File: src/include/mcu_bus_macros.svh
// bus widths, synchronizer depth and register bank constants, include wherever a size is needed
`ifndef MCU_BUS_MACROS_SVH
`define MCU_BUS_MACROS_SVH

// multiplexed address/data lines from the MCU
`define AD_WIDTH 18

// data sits in the low bits of the bus word
`define DATA_WIDTH 16

// flops per asynchronous input before use
`define SYNC_STAGES 2

// data registers in region 1
`define REG_COUNT 16

// region 0 read value
`define ID_WORD 16'hA55A

// read value for regions 2 and 3
`define FILL_WORD 16'hDEAD

`endif
File: src/rtl/mcu_bus_pkg.sv
// shared types for the MCU bus bridge, imported by the slave, the register bank and the testbench
`include "mcu_bus_macros.svh"

package mcu_bus_pkg;

    // top two address bits select the region
    typedef enum logic [1:0] {
        REGION_ID       = 2'd0,
        REGION_REGS     = 2'd1,
        REGION_UNMAP_LO = 2'd2,
        REGION_UNMAP_HI = 2'd3
    } mcu_region_e;

    // address phase layout, index lands on bits 4:1
    typedef struct packed {
        mcu_region_e               region;
        logic [`AD_WIDTH-8:0]      rsvd_hi;
        logic [3:0]                index;
        logic                      rsvd_lo;
    } mcu_ad_addr_t;

    // data phase layout
    typedef struct packed {
        logic [`AD_WIDTH-`DATA_WIDTH-1:0] unused;
        logic [`DATA_WIDTH-1:0]           value;
    } mcu_ad_data_t;

    // same 18 bits, read as address or as data
    typedef union packed {
        mcu_ad_addr_t addr;
        mcu_ad_data_t data;
    } mcu_ad_word_u;

endpackage

File: src/rtl/wb_bus_if.sv
// Wishbone classic bundle between the bus slave (master side) and the register bank
`timescale 1ns/1ps
`include "mcu_bus_macros.svh"

interface wb_bus_if;
    import mcu_bus_pkg::*;

    logic                   cyc;
    logic                   stb;
    logic                   we;
    // full bus word, the bank decodes the address view
    mcu_ad_word_u           adr;
    logic [`DATA_WIDTH-1:0] dat_w;
    logic [`DATA_WIDTH-1:0] dat_r;
    // one cycle per transfer
    logic                   ack;

    // bus slave side
    modport master (
        output cyc, stb, we, adr, dat_w,
        input  dat_r, ack
    );

    // register bank side
    modport slave (
        input  cyc, stb, we, adr, dat_w,
        output dat_r, ack
    );

endinterface

File: src/rtl/mcu_fpga_top.sv
// FPGA top for the multiplexed MCU bus, the board wrapper adds the AD tristate pad
`timescale 1ns/1ps
`include "mcu_bus_macros.svh"

module mcu_fpga_top (
    input  logic                 clk,
    input  logic                 rst,
    input  logic                 nadv,
    input  logic                 nwe,
    input  logic                 noe,
    input  logic [`AD_WIDTH-1:0] ad_i,
    output logic [`AD_WIDTH-1:0] ad_o,
    output logic                 ad_oe
);

    logic [`AD_WIDTH-1:0] ad_sync;
    logic                 adv_rise;
    logic                 we_rise;
    logic                 oe_fall;
    logic                 oe_active;

    // slave to bank
    wb_bus_if wb_if ();

    mcu_strobe_sync sync_inst (
        .clk       (clk),
        .rst       (rst),
        .nadv      (nadv),
        .nwe       (nwe),
        .noe       (noe),
        .ad_i      (ad_i),
        .ad_sync   (ad_sync),
        .adv_rise  (adv_rise),
        .we_rise   (we_rise),
        .oe_fall   (oe_fall),
        .oe_active (oe_active)
    );

    mcu_bus_slave slave_inst (
        .clk       (clk),
        .rst       (rst),
        .ad_sync   (ad_sync),
        .adv_rise  (adv_rise),
        .we_rise   (we_rise),
        .oe_fall   (oe_fall),
        .oe_active (oe_active),
        .wb        (wb_if.master),
        .ad_o      (ad_o),
        .ad_oe     (ad_oe)
    );

    mcu_reg_bank bank_inst (
        .clk (clk),
        .rst (rst),
        .wb  (wb_if.slave)
    );

endmodule

File: src/rtl/mcu_reg_bank.sv
// Wishbone register bank: id word, sixteen data registers and filler for unmapped space
`timescale 1ns/1ps
`include "mcu_bus_macros.svh"

module mcu_reg_bank (
    input  logic     clk,
    input  logic     rst,
    wb_bus_if.slave  wb
);
    import mcu_bus_pkg::*;

    logic [`DATA_WIDTH-1:0] regs_q [`REG_COUNT];
    mcu_region_e            region;
    logic [3:0]             index;
    logic                   access;
    logic [`DATA_WIDTH-1:0] rd_value;

    // decode from the address view
    assign region = wb.adr.addr.region;
    assign index  = wb.adr.addr.index;

    // first stb cycle only, keeps ack one cycle wide
    assign access = wb.cyc && wb.stb && !wb.ack;

    // read mux per region
    always_comb begin
        case (region)
            REGION_ID: begin
                rd_value = `ID_WORD;
            end
            REGION_REGS: begin
                rd_value = regs_q[index];
            end
            default: begin
                // regions 2 and 3
                rd_value = `FILL_WORD;
            end
        endcase
    end

    always_ff @(posedge clk) begin
        if (rst) begin
            wb.ack <= 1'b0;
            for (int i = 0; i < `REG_COUNT; i++) begin
                regs_q[i] <= '0;
            end
        end else begin
            wb.ack <= access;
            // only region regs takes writes
            if (access && wb.we && (region == REGION_REGS)) begin
                regs_q[index] <= wb.dat_w;
            end
        end
    end

    // read data goes out with ack
    always_ff @(posedge clk) begin
        if (access) begin
            wb.dat_r <= rd_value;
        end
    end

endmodule

File: src/rtl/mcu_bus_slave.sv
// turns synchronized MCU bus phases into Wishbone classic cycles and drives read data back
`timescale 1ns/1ps
`include "mcu_bus_macros.svh"

module mcu_bus_slave (
    input  logic                 clk,
    input  logic                 rst,
    input  logic [`AD_WIDTH-1:0] ad_sync,
    input  logic                 adv_rise,
    input  logic                 we_rise,
    input  logic                 oe_fall,
    input  logic                 oe_active,
    wb_bus_if.master             wb,
    output logic [`AD_WIDTH-1:0] ad_o,
    output logic                 ad_oe
);
    import mcu_bus_pkg::*;

    typedef enum logic [1:0] {
        ST_IDLE,
        ST_WRITE,
        ST_READ,
        ST_DRIVE
    } slave_state_e;

    slave_state_e           state_q;
    mcu_ad_word_u           ad_word;
    // address from the last address phase
    mcu_ad_word_u           addr_q;
    logic [`DATA_WIDTH-1:0] wdata_q;
    // read data as it goes out on AD
    mcu_ad_word_u           rd_word_q;
    logic                   cycle_open;

    assign ad_word = ad_sync;

    // cyc and stb follow the state register
    assign cycle_open = (state_q == ST_WRITE) || (state_q == ST_READ);
    assign wb.cyc     = cycle_open;
    assign wb.stb     = cycle_open;
    assign wb.we      = (state_q == ST_WRITE);
    assign wb.adr     = addr_q;
    assign wb.dat_w   = wdata_q;
    assign ad_o       = rd_word_q;

    always_ff @(posedge clk) begin
        if (rst) begin
            state_q <= ST_IDLE;
            addr_q  <= '0;
            ad_oe   <= 1'b0;
        end else begin
            // address is not touched while a cycle is in flight
            if (adv_rise && !cycle_open) begin
                addr_q <= ad_word;
            end
            case (state_q)
                ST_IDLE: begin
                    if (we_rise) begin
                        state_q <= ST_WRITE;
                    end else if (oe_fall) begin
                        state_q <= ST_READ;
                    end
                end
                ST_WRITE: begin
                    // drop cyc the cycle after ack
                    if (wb.ack) begin
                        state_q <= ST_IDLE;
                    end
                end
                ST_READ: begin
                    if (wb.ack) begin
                        // MCU may already have let go of noe
                        ad_oe   <= oe_active;
                        state_q <= oe_active ? ST_DRIVE : ST_IDLE;
                    end
                end
                ST_DRIVE: begin
                    // hold AD until noe goes high
                    if (!oe_active) begin
                        ad_oe   <= 1'b0;
                        state_q <= ST_IDLE;
                    end
                end
                default: begin
                    state_q <= ST_IDLE;
                end
            endcase
        end
    end

    // write data taken at the nwe rise
    always_ff @(posedge clk) begin
        if (we_rise && (state_q == ST_IDLE)) begin
            wdata_q <= ad_word.data.value;
        end
    end

    // read data registered on ack
    always_ff @(posedge clk) begin
        if ((state_q == ST_READ) && wb.ack) begin
            rd_word_q.data.unused <= '0;
            rd_word_q.data.value  <= wb.dat_r;
        end
    end

endmodule

File: src/rtl/mcu_strobe_sync.sv
// brings the MCU strobes and AD lines into the clk domain and turns strobe edges into pulses
`timescale 1ns/1ps
`include "mcu_bus_macros.svh"

module mcu_strobe_sync (
    input  logic                 clk,
    input  logic                 rst,
    input  logic                 nadv,
    input  logic                 nwe,
    input  logic                 noe,
    input  logic [`AD_WIDTH-1:0] ad_i,
    output logic [`AD_WIDTH-1:0] ad_sync,
    output logic                 adv_rise,
    output logic                 we_rise,
    output logic                 oe_fall,
    output logic                 oe_active
);

    // strobe bits packed as {noe, nwe, nadv}
    logic [`SYNC_STAGES-1:0][2:0] strobe_pipe;
    logic [2:0]                   strobe_now;
    logic [2:0]                   strobe_prev;
    // one extra stage keeps AD in step with the registered pulses
    logic [`SYNC_STAGES:0][`AD_WIDTH-1:0] ad_pipe;

    assign strobe_now = strobe_pipe[`SYNC_STAGES-1];

    always_ff @(posedge clk) begin
        if (rst) begin
            // strobes idle high
            strobe_pipe <= '1;
            strobe_prev <= '1;
            adv_rise    <= 1'b0;
            we_rise     <= 1'b0;
            oe_fall     <= 1'b0;
        end else begin
            strobe_pipe <= {strobe_pipe[`SYNC_STAGES-2:0], {noe, nwe, nadv}};
            strobe_prev <= strobe_now;
            // end of address and write phases
            adv_rise    <= strobe_now[0] & ~strobe_prev[0];
            we_rise     <= strobe_now[1] & ~strobe_prev[1];
            // start of read phase
            oe_fall     <= ~strobe_now[2] & strobe_prev[2];
        end
    end

    // AD payload pipeline
    always_ff @(posedge clk) begin
        ad_pipe <= {ad_pipe[`SYNC_STAGES-1:0], ad_i};
    end

    assign ad_sync = ad_pipe[`SYNC_STAGES];
    // noe low, same latency as the pulses
    assign oe_active = ~strobe_prev[2];

endmodule

File: config.mk
export PLATFORM = sky130hd
export DESIGN_NAME = mcu_fpga_top
export DESIGN_NICKNAME = d
export VERILOG_FILES = /design/src/rtl/mcu_bus_pkg.sv /design/src/rtl/wb_bus_if.sv /design/src/rtl/mcu_fpga_top.sv /design/src/rtl/mcu_reg_bank.sv /design/src/rtl/mcu_bus_slave.sv /design/src/rtl/mcu_strobe_sync.sv
export VERILOG_INCLUDE_DIRS = /design/src /design/src/include
export SDC_FILE = /design/constraint.sdc
export NUM_CORES = 1
export LEC_CHECK = 0
export BUFFER_PORTS_ARGS = -buffer_cell sky130_fd_sc_hd__buf_4
export CELL_PAD_IN_SITES_DETAIL_PLACEMENT = 1
export CELL_PAD_IN_SITES_GLOBAL_PLACEMENT = 1
export CORE_ASPECT_RATIO = 0.6
export CORE_UTILIZATION = 40
export CTS_CLUSTER_SIZE = 14
export DETAILED_ROUTE_END_ITERATION = 10
export GPL_ROUTABILITY_DRIVEN = 0
export PLACE_DENSITY_LB_ADDON = 0.1
export SLEW_MARGIN = 20
export SYNTH_ARGS = -nofsm -noshare
export SYNTH_HDL_FRONTEND = slang
export SYNTH_HIERARCHICAL = 1
export SYNTH_SLANG_ARGS = --single-unit
File: constraint.sdc
create_clock -name clk -period 3.6 [get_ports clk]
set_input_delay 0.54 -clock clk [delete_from_list [all_inputs] [get_ports clk]]
set_output_delay 0.54 -clock clk [all_outputs]
set_load 0.1 [all_outputs]
Word-level counts from Yosys, hierarchy flattened. Memories as Yosys holds them, arrays and structs flattened. A register that Yosys moved wholly into a read port is not among the register bits. Cells that the tools add are included.

Register bits: 136. Latch bits: 0. Bits in writable memories: 256. Bits in read-only memories: 0. Bits of input ports: 23. Output and inout port bits: 19. Logic and storage cells: 68. Memories: 1.

Memory list: bank_inst.regs_q (depth 16, bits a word 16, read ports 1, clocked after Yosys merged registers in 1, wr ports 16, RTL line mcu_reg_bank.sv:12) `` logic [`DATA_WIDTH-1:0] regs_q [`REG_COUNT]; ``.

Add/sub/neg operators: 0. Multipliers: 0. Div/mod/pow operators: 0. Order comparisons: 0. Equal/unequal tests: 8. Shift operators: 0. Mux-type cells: 21. Bitwise gates (word level): 7. Reduce and logical (&&, ||, !) cells: 15.

Operator list (number): one-hot mux 16 bit (2 select lines) (1); 2-to-1 mux 16 bit (1); OR reduction 16 bit (1); 2-to-1 mux 2 bit (6); 2-to-1 mux 4 bit (3); 2-to-1 mux 1 bit (8); one-hot mux 2 bit (4 select lines) (1); logical AND 1 bit (6); == test 2 x 1 -> 1 bit (second input constant) (2); == test 2 bit (second input constant) (2); zero test 2 bit (2); inequality test 2 bit (second input constant) (2); NOT 1 bit (4); AND reduction 4 bit (1); AND 1 bit (3); inequality test 3 bit (second input constant) (1); AND reduction 3 bit (1); zero test 1 bit (2); inequality test 2 x 1 -> 1 bit (second input constant) (1); one-hot mux 1 bit (2 select lines) (1); nonzero test 2 bit (1); logical OR 1 bit (1).

Logic depth before layout (Yosys ltp). Gate-level depths: netlist of run 1.

Word-level depth: 10. Gate-level depth with buffers: 9. Mapped depth without buffers: 6.

Hierarchy. Netlist of run 1, hierarchy kept.

By module, submodules not included: mcu_reg_bank (instances 1, cells each 827, area an instance 12673.4 um^2, seq. area each 8187.9 um^2); mcu_bus_slave (instances 1, cells each 146, area an instance 1895.6 um^2, seq. area each 1381.3 um^2); mcu_strobe_sync (instances 1, cells each 98, area an instance 1555.2 um^2, seq. area each 1321.3 um^2).

Worst setup path after synthesis of run 1. Ideal clock, no wire load.

Path kind: register to register. From: reg slave_inst.state_q[1]. To: mem bank_inst/regs_q[2][0] in the netlist's numbering (enable). Library setup time: 0.334 ns. Data arrival time: 2.133 ns. Required time: 3.266 ns. Slack: 1.134 ns. Stages on the path, launching flop included: 9. Path buffers: 2. Clock period less this slack: 2.466 ns. Cell sequence: dfxtp_1 -> inv_1 -> ha_1 -> buf_4 -> and4bb_2 -> nand3_4 -> buf_8 -> nor4_4 -> or2_2.

RTL lines: from (decl) (RTL line mcu_bus_slave.sv:26) `slave_state_e state_q;`; from (signal assigned) (RTL line mcu_bus_slave.sv:74) `state_q <= oe_active ? ST_DRIVE : ST_IDLE;`; to (decl) (RTL line mcu_reg_bank.sv:12).

==> impl_metrics.csv, run 1 <==
group,metric,value,unit
pwr,power.leakage,6.25,nW
global_route,grt_pass1_vias,8441,
routing,first_pass_iters,4,
yosys,syn_inst,1023,
final_layout,drive_gt1_share,19.6,%
timing,setup-tns-final,0,ns
setup_path,start_kind,"register",
pwr,p_seq_share,52.5,%
setup_path,end_kind,"register",
timing,period_minus_slack,2.91,ns
final_layout,syn2layout_area_growth,12.0,%
floorplan,dieArea,0.0402,mm²
pwr,power.share.switching,22.3,%
timing,slew_headroom,25.7,%
setup_path,arrival,3.11,ns
clock_tree,cts_tree,"built",
place,place_hpwl,28200,µm
final_layout,layout_common_cells,"304 x edfxtp_1, 259 x and2_1, 73 x dfxtp_1, 69 x buf_4, 61 x mux2i_1",
timing,fin_skew,0.0134,ns
hold_path,hold_path_class,"input pin to register",
routing,vias,8339,
floorplan,rows,55,
timing,fin_hold_ws,0.106,ns
timing,slew_viol_final,0,
pwr,peakVddDrop,0.314,mV
yosys,yosysWarnings,6,
pwr,internal_power,7.47,mW
timing,finalHoldViolCount,0,
global_route,grt.total_usage,21.6,%
routing,initialDrtViolationCount,953,
floorplan,floorplan.initialDensity,41.2,%
final_layout,finalNetCount,1073,
clock_tree,insertion_delay,0.53,ns
global_route,grt_max_degree,57,
clock_tree,cts_resized,0,
clock_tree,numCtsBuffers,38,
place,dp_cells,1517,
place,dp_slack,0.674,ns
place,port_buffers,39,
yosys,synth.avg_cell_area,15.4,µm²
final_layout,utilization,46.1,%
floorplan,die_h,156,µm
floorplan,coreArea,0.0382,mm²
clock_tree,root_buffer,"clkbuf_16",
clock_tree,post_cts_buffers,0,
timing,min_period_over_period,80.9,%
timing,setup_viol,0,
global_route,grt_pass1_wl,61100,µm
setup_path,crit_fanout,17,
run,drv_cap,0,
timing,fin_ws,0.687,ns
routing,avgRoutedWirePerCell,26.7,µm
clock_tree,cts_max_level,2,
routing,viasPerCell,5.26,
global_route,grt-ovfl-total,0,
status,status,"completed",
yosys,syn_area,0.0157,mm²
clock_tree,cts_buffer_depth,3,
clock_tree,clk_pin_slew_worst_paths,0.06,ns
global_route,antenna_found_initial,4,
setup_path,cp.required,3.79,ns
timing,grt_setup_unrepaired,"false",
clock_tree,cts_hold_buffers,0,
pwr,comb_power_share,5.6,%
pwr,power_density,545,mW/mm²
clock_tree,cts_sinks,380,
final_layout,final-instance-count-excl-fill,1586,
routing,ant_nets,0,
routing,drc,0,
timing,fmax,343,MHz
final_layout,final_common_cell,"edfxtp_1",
floorplan,fp.dieW,258,µm
setup_path,critPathKind,"register to register",
floorplan,io-pin-count,42,
timing,worstMarginPinSlew,1.11,ns
pwr,clkPwrFrac,42.0,%
routing,wirelength,42400,µm
pwr,p_switching,2.14,mW
layer usage:
metal	wire, µm	global-route usage [%]
met1	21400	34.3
met2	16500	28.7
met3	3940	6.56
met4	523	4.03
met5	0	0
final timing paths:
| check | start | to | slack (ns) | cells after the start |
|---|---|---|---|---|
| hold reg to reg | sync_inst/ad_pipe[28] | sync_inst/ad_sync[10] | 0.32 | 0 |
| setup reg to reg | slave_inst/state_q[1] | bank_inst/regs_q[7][3] | 0.69 | 8 |
| setup / recovery | slave_inst/state_q[1] | bank_inst/regs_q[7][3] | 0.69 | 8 |
| hold / removal | ad_i[1] | sync_inst/ad_pipe[1] | 0.11 | 1 |
final cells by class:
type,instances,area (µm²)
multi-input cells,550,4510
repair buffers,70,538
well taps,513,642
diodes,1,2.50
clock inverters,12,108
flip-flops and latches,380,10700
fillers,3725,20600
clock buffers,56,1140
inverters,4,15.0
flip-flops by register name, indices dropped and copies added, names as in the netlist, 6 cells and up:
register             flops
slave_inst/wb.adr        6
sync_inst/ad_sync       18
slave_inst/wb.dat_w     16
bank_inst/regs_q       256
slave_inst/ad_o         16
bank_inst/wb.dat_r      16
sync_inst/ad_pipe       36
power groups by stage:
stage	clock (mW)	combinational, mW	sequential (mW)
after floorplan	0	0.379	5.10
after global placement	0	0.533	5.13
after detailed placement	0	0.537	5.13
after CTS	4.11	0.543	5.04
after global routing	4.26	0.581	5.06
final	4.03	0.536	5.04
metrics by stage:
stage | power (mW) | instance area, µm²
after global routing | 9.90 | 17600
after CTS | 9.69 | 17600
after global placement | 5.66 | 16400
after detailed placement | 5.67 | 16400
final | 9.61 | 17600
after floorplan | 5.47 | 15700
critical path, cell delays in order, from the launching register on:
cell      delay (ns)
dfxtp_1         0.41
inv_1           0.11
ha_1            0.38
and4bb_2        0.29
nand3_4         0.27
buf_4           0.31
nor3_4          0.20
buf_4           0.23
or2_2           0.37
(Power assumes the default switching activity.)
==> inputs of run 2 (changes only) <==
- clock period: 3.6 -> 2.6 ns (I/O delays scaled with it)
==> run 2 against run 1 <==
- wire length is 1.5% higher
- combinational power is 58% higher
- worst setup slack worse by 0.57 ns
- via count is 4.7% higher
- largest cell class unchanged
- highest routed layer unchanged
==> impl_metrics.csv, run 2 (synthesis gave the netlist of run 1 again) <==
group,metric,value,unit
setup_path,ff2ff_path_depth,8,
routing,avgRoutedWirePerCell,26.4,µm
pwr,p_total,13.4,mW
global_route,grt.total_usage,22.1,%
place,port_buffers,39,
floorplan,floorplan.initialDensity,41.2,%
global_route,grt_pass1_wl,62700,µm
status,status,"completed",
clock_tree,insertion_delay,0.56,ns
final_layout,drive_gt1_share,21.5,%
setup_path,crit_buf_inv,3,
run,drv_cap,0,
routing,ant_nets,0,
timing,finalHoldViolCount,0,
final_layout,syn2layout_area_growth,14.9,%
floorplan,die_h,156,µm
setup_path,crit_fanout,11,
clock_tree,cts_max_level,2,
setup_path,reg2reg_setup_slack,0.12,ns
clock_tree,root_buffer,"clkbuf_16",
floorplan,fp.dieW,258,µm
pwr,power.leakage,6.47,nW
timing,fmax,403,MHz
routing,drc,0,
place,place_hpwl,28300,µm
setup_path,r2r_start,"slave_inst/state_q[0]",
floorplan,rows,55,
floorplan,dieArea,0.0402,mm²
global_route,grt_max_degree,38,
timing,grt_setup_unrepaired,"false",
routing,viasPerCell,5.35,
clock_tree,numCtsBuffers,39,
routing,vias,8734,
hold_path,hold_start,"nadv",
clock_tree,cts_tree,"built",
setup_path,end_kind,"register",
clock_tree,post_cts_buffers,0,
place,dpl_cell_area,0.0166,mm²
timing,slew_headroom,30.1,%
timing,fin_hold_ws,0.0280,ns
timing,setup_viol,0,
final_layout,regMostFlops,"bank_inst/regs_q",
final_layout,final_common_cell,"edfxtp_1",
final_layout,finalInstanceArea,0.0181,mm²
timing,fin_skew,0.0210,ns
clock_tree,cts_sinks,380,
hold_path,hold_path_class,"input pin to register",
timing,min_period_over_period,95.5,%
clock_tree,cts_buffer_depth,3,
routing,first_pass_iters,5,
routing,wirelength,43000,µm
setup_path,r2r_end,"bank_inst/regs_q[5][6]",
hold_path,hold_path_end,"sync_inst/strobe_pipe[0]",
timing,slew_viol_final,0,
final_layout,finalNetCount,1117,
pwr,peakVddDrop,0.395,mV
setup_path,cp_cell_sequence,"inv_1 -> ha_1 -> and4bb_2 -> nand3_4 -> buf_4 -> nor3_4 -> or2_2 -> buf_12",
setup_path,start_kind,"register",
floorplan,coreArea,0.0382,mm²
final_layout,utilization,47.3,%
timing,setup-tns-final,0,ns
global_route,grt-ovfl-total,0,
setup_path,critPathSlowestCell,"dfxtp_1",
clock_tree,clk_pin_slew_worst_paths,0.06,ns
setup_path,cpPeakStageDelay,0.38,ns
setup_path,cp_top_family,"simple AND/OR/NAND/NOR gates",
setup_path,arrival,2.74,ns
timing,worstMarginPinSlew,1.05,ns
final_layout,layout_common_cells,"304 x edfxtp_1, 259 x and2_1, 90 x buf_4, 73 x dfxtp_1, 61 x mux2i_1",
final_layout,fillers,3711,
global_route,grt_pass1_vias,8697,
timing,period_minus_slack,2.48,ns
pwr,power_density,743,mW/mm²
global_route,antenna_found_initial,4,
floorplan,io-pin-count,42,
routing,initialDrtViolationCount,890,
hold_path,hold_depth,2,
setup_path,cp.required,2.86,ns
setup_path,critPathKind,"register to register",
final_layout,largest_register_ffs,256,
[run 2: changes by cell type in the layout (fill, tap and decap cells not counted), moves of 4 or more]
cell / change
buf_12: +4
clkbuf_8: -4
or2_4: +12
or2_2: -12
buf_4: +21
dlygate4sd3_1: +18
[run 2: cell type report]
type,count,area (µm²),area share [%]
inverter,4,15.0,0.0831
antenna,1,2.50,0.0138
multi-input combinational,550,4540,25.1
clock inverter,14,111,0.616
tap,513,642,3.55
sequential,380,10700,59.0
timing repair buffer,113,956,5.29
clock buffer,57,1150,6.38
[run 2: power by group]
group | leakage (nW) | switching (mW) | internal [mW]
clock | 0.624 | 2.41 | 3.21
combinational | 2.15 | 0.510 | 0.336
sequential | 3.69 | 0.132 | 6.83
total | 6.47 | 3.05 | 10.4
[run 2: worst register-to-register path: stages (launching register included)]
cell and delay (ns):
dfxtp_1 0.38, inv_1 0.08, ha_1 0.35, and4bb_2 0.29
nand3_4 0.20, buf_4 0.29, nor3_4 0.19, or2_2 0.25
buf_12 0.17
[run 2: metrics by stage]
stage                     setup slack (ns)  cells
after global routing               0.00898   1631
after floorplan                      0.134   1024
after CTS                           0.0297   1631
after detailed placement            0.0575   1542
final                                0.117   1632
after global placement               0.116   1542
[run 2: per-layer routing]
metal / vias to the layer above / global-route usage [%] / part of all wire (%)
li1: 3816 / - / -
met1: 4571 / 36.5 / 52
met2: 301 / 27.4 / 37
met3: 46 / 6.55 / 9.8
met4: 0 / 4.54 / 1.5
met5: - / 0 / 0
[run 2: what timing repair did]
item	in CTS	in global routing
gates resized for setup	0	12
endpoints found under the hold margin	18	0
endpoints found under the setup margin	0	188
hold buffers	18	0
[run 2: how the worst max path moves through the flow]
stage	end	depth (start not counted)	start
3_5_place_dp	bank_inst/regs_q[10][13]	7	slave_inst/state_q[0]
5_1_grt	bank_inst/regs_q[5][6]	8	slave_inst/state_q[0]
3_3_place_gp	bank_inst/regs_q[11][0]	7	slave_inst/state_q[0]
2_1_floorplan	bank_inst/regs_q[2][0]	8	slave_inst/state_q[1]
4_1_cts	bank_inst/regs_q[10][7]	7	slave_inst/state_q[0]
6_report	bank_inst/regs_q[5][6]	8	slave_inst/state_q[0]
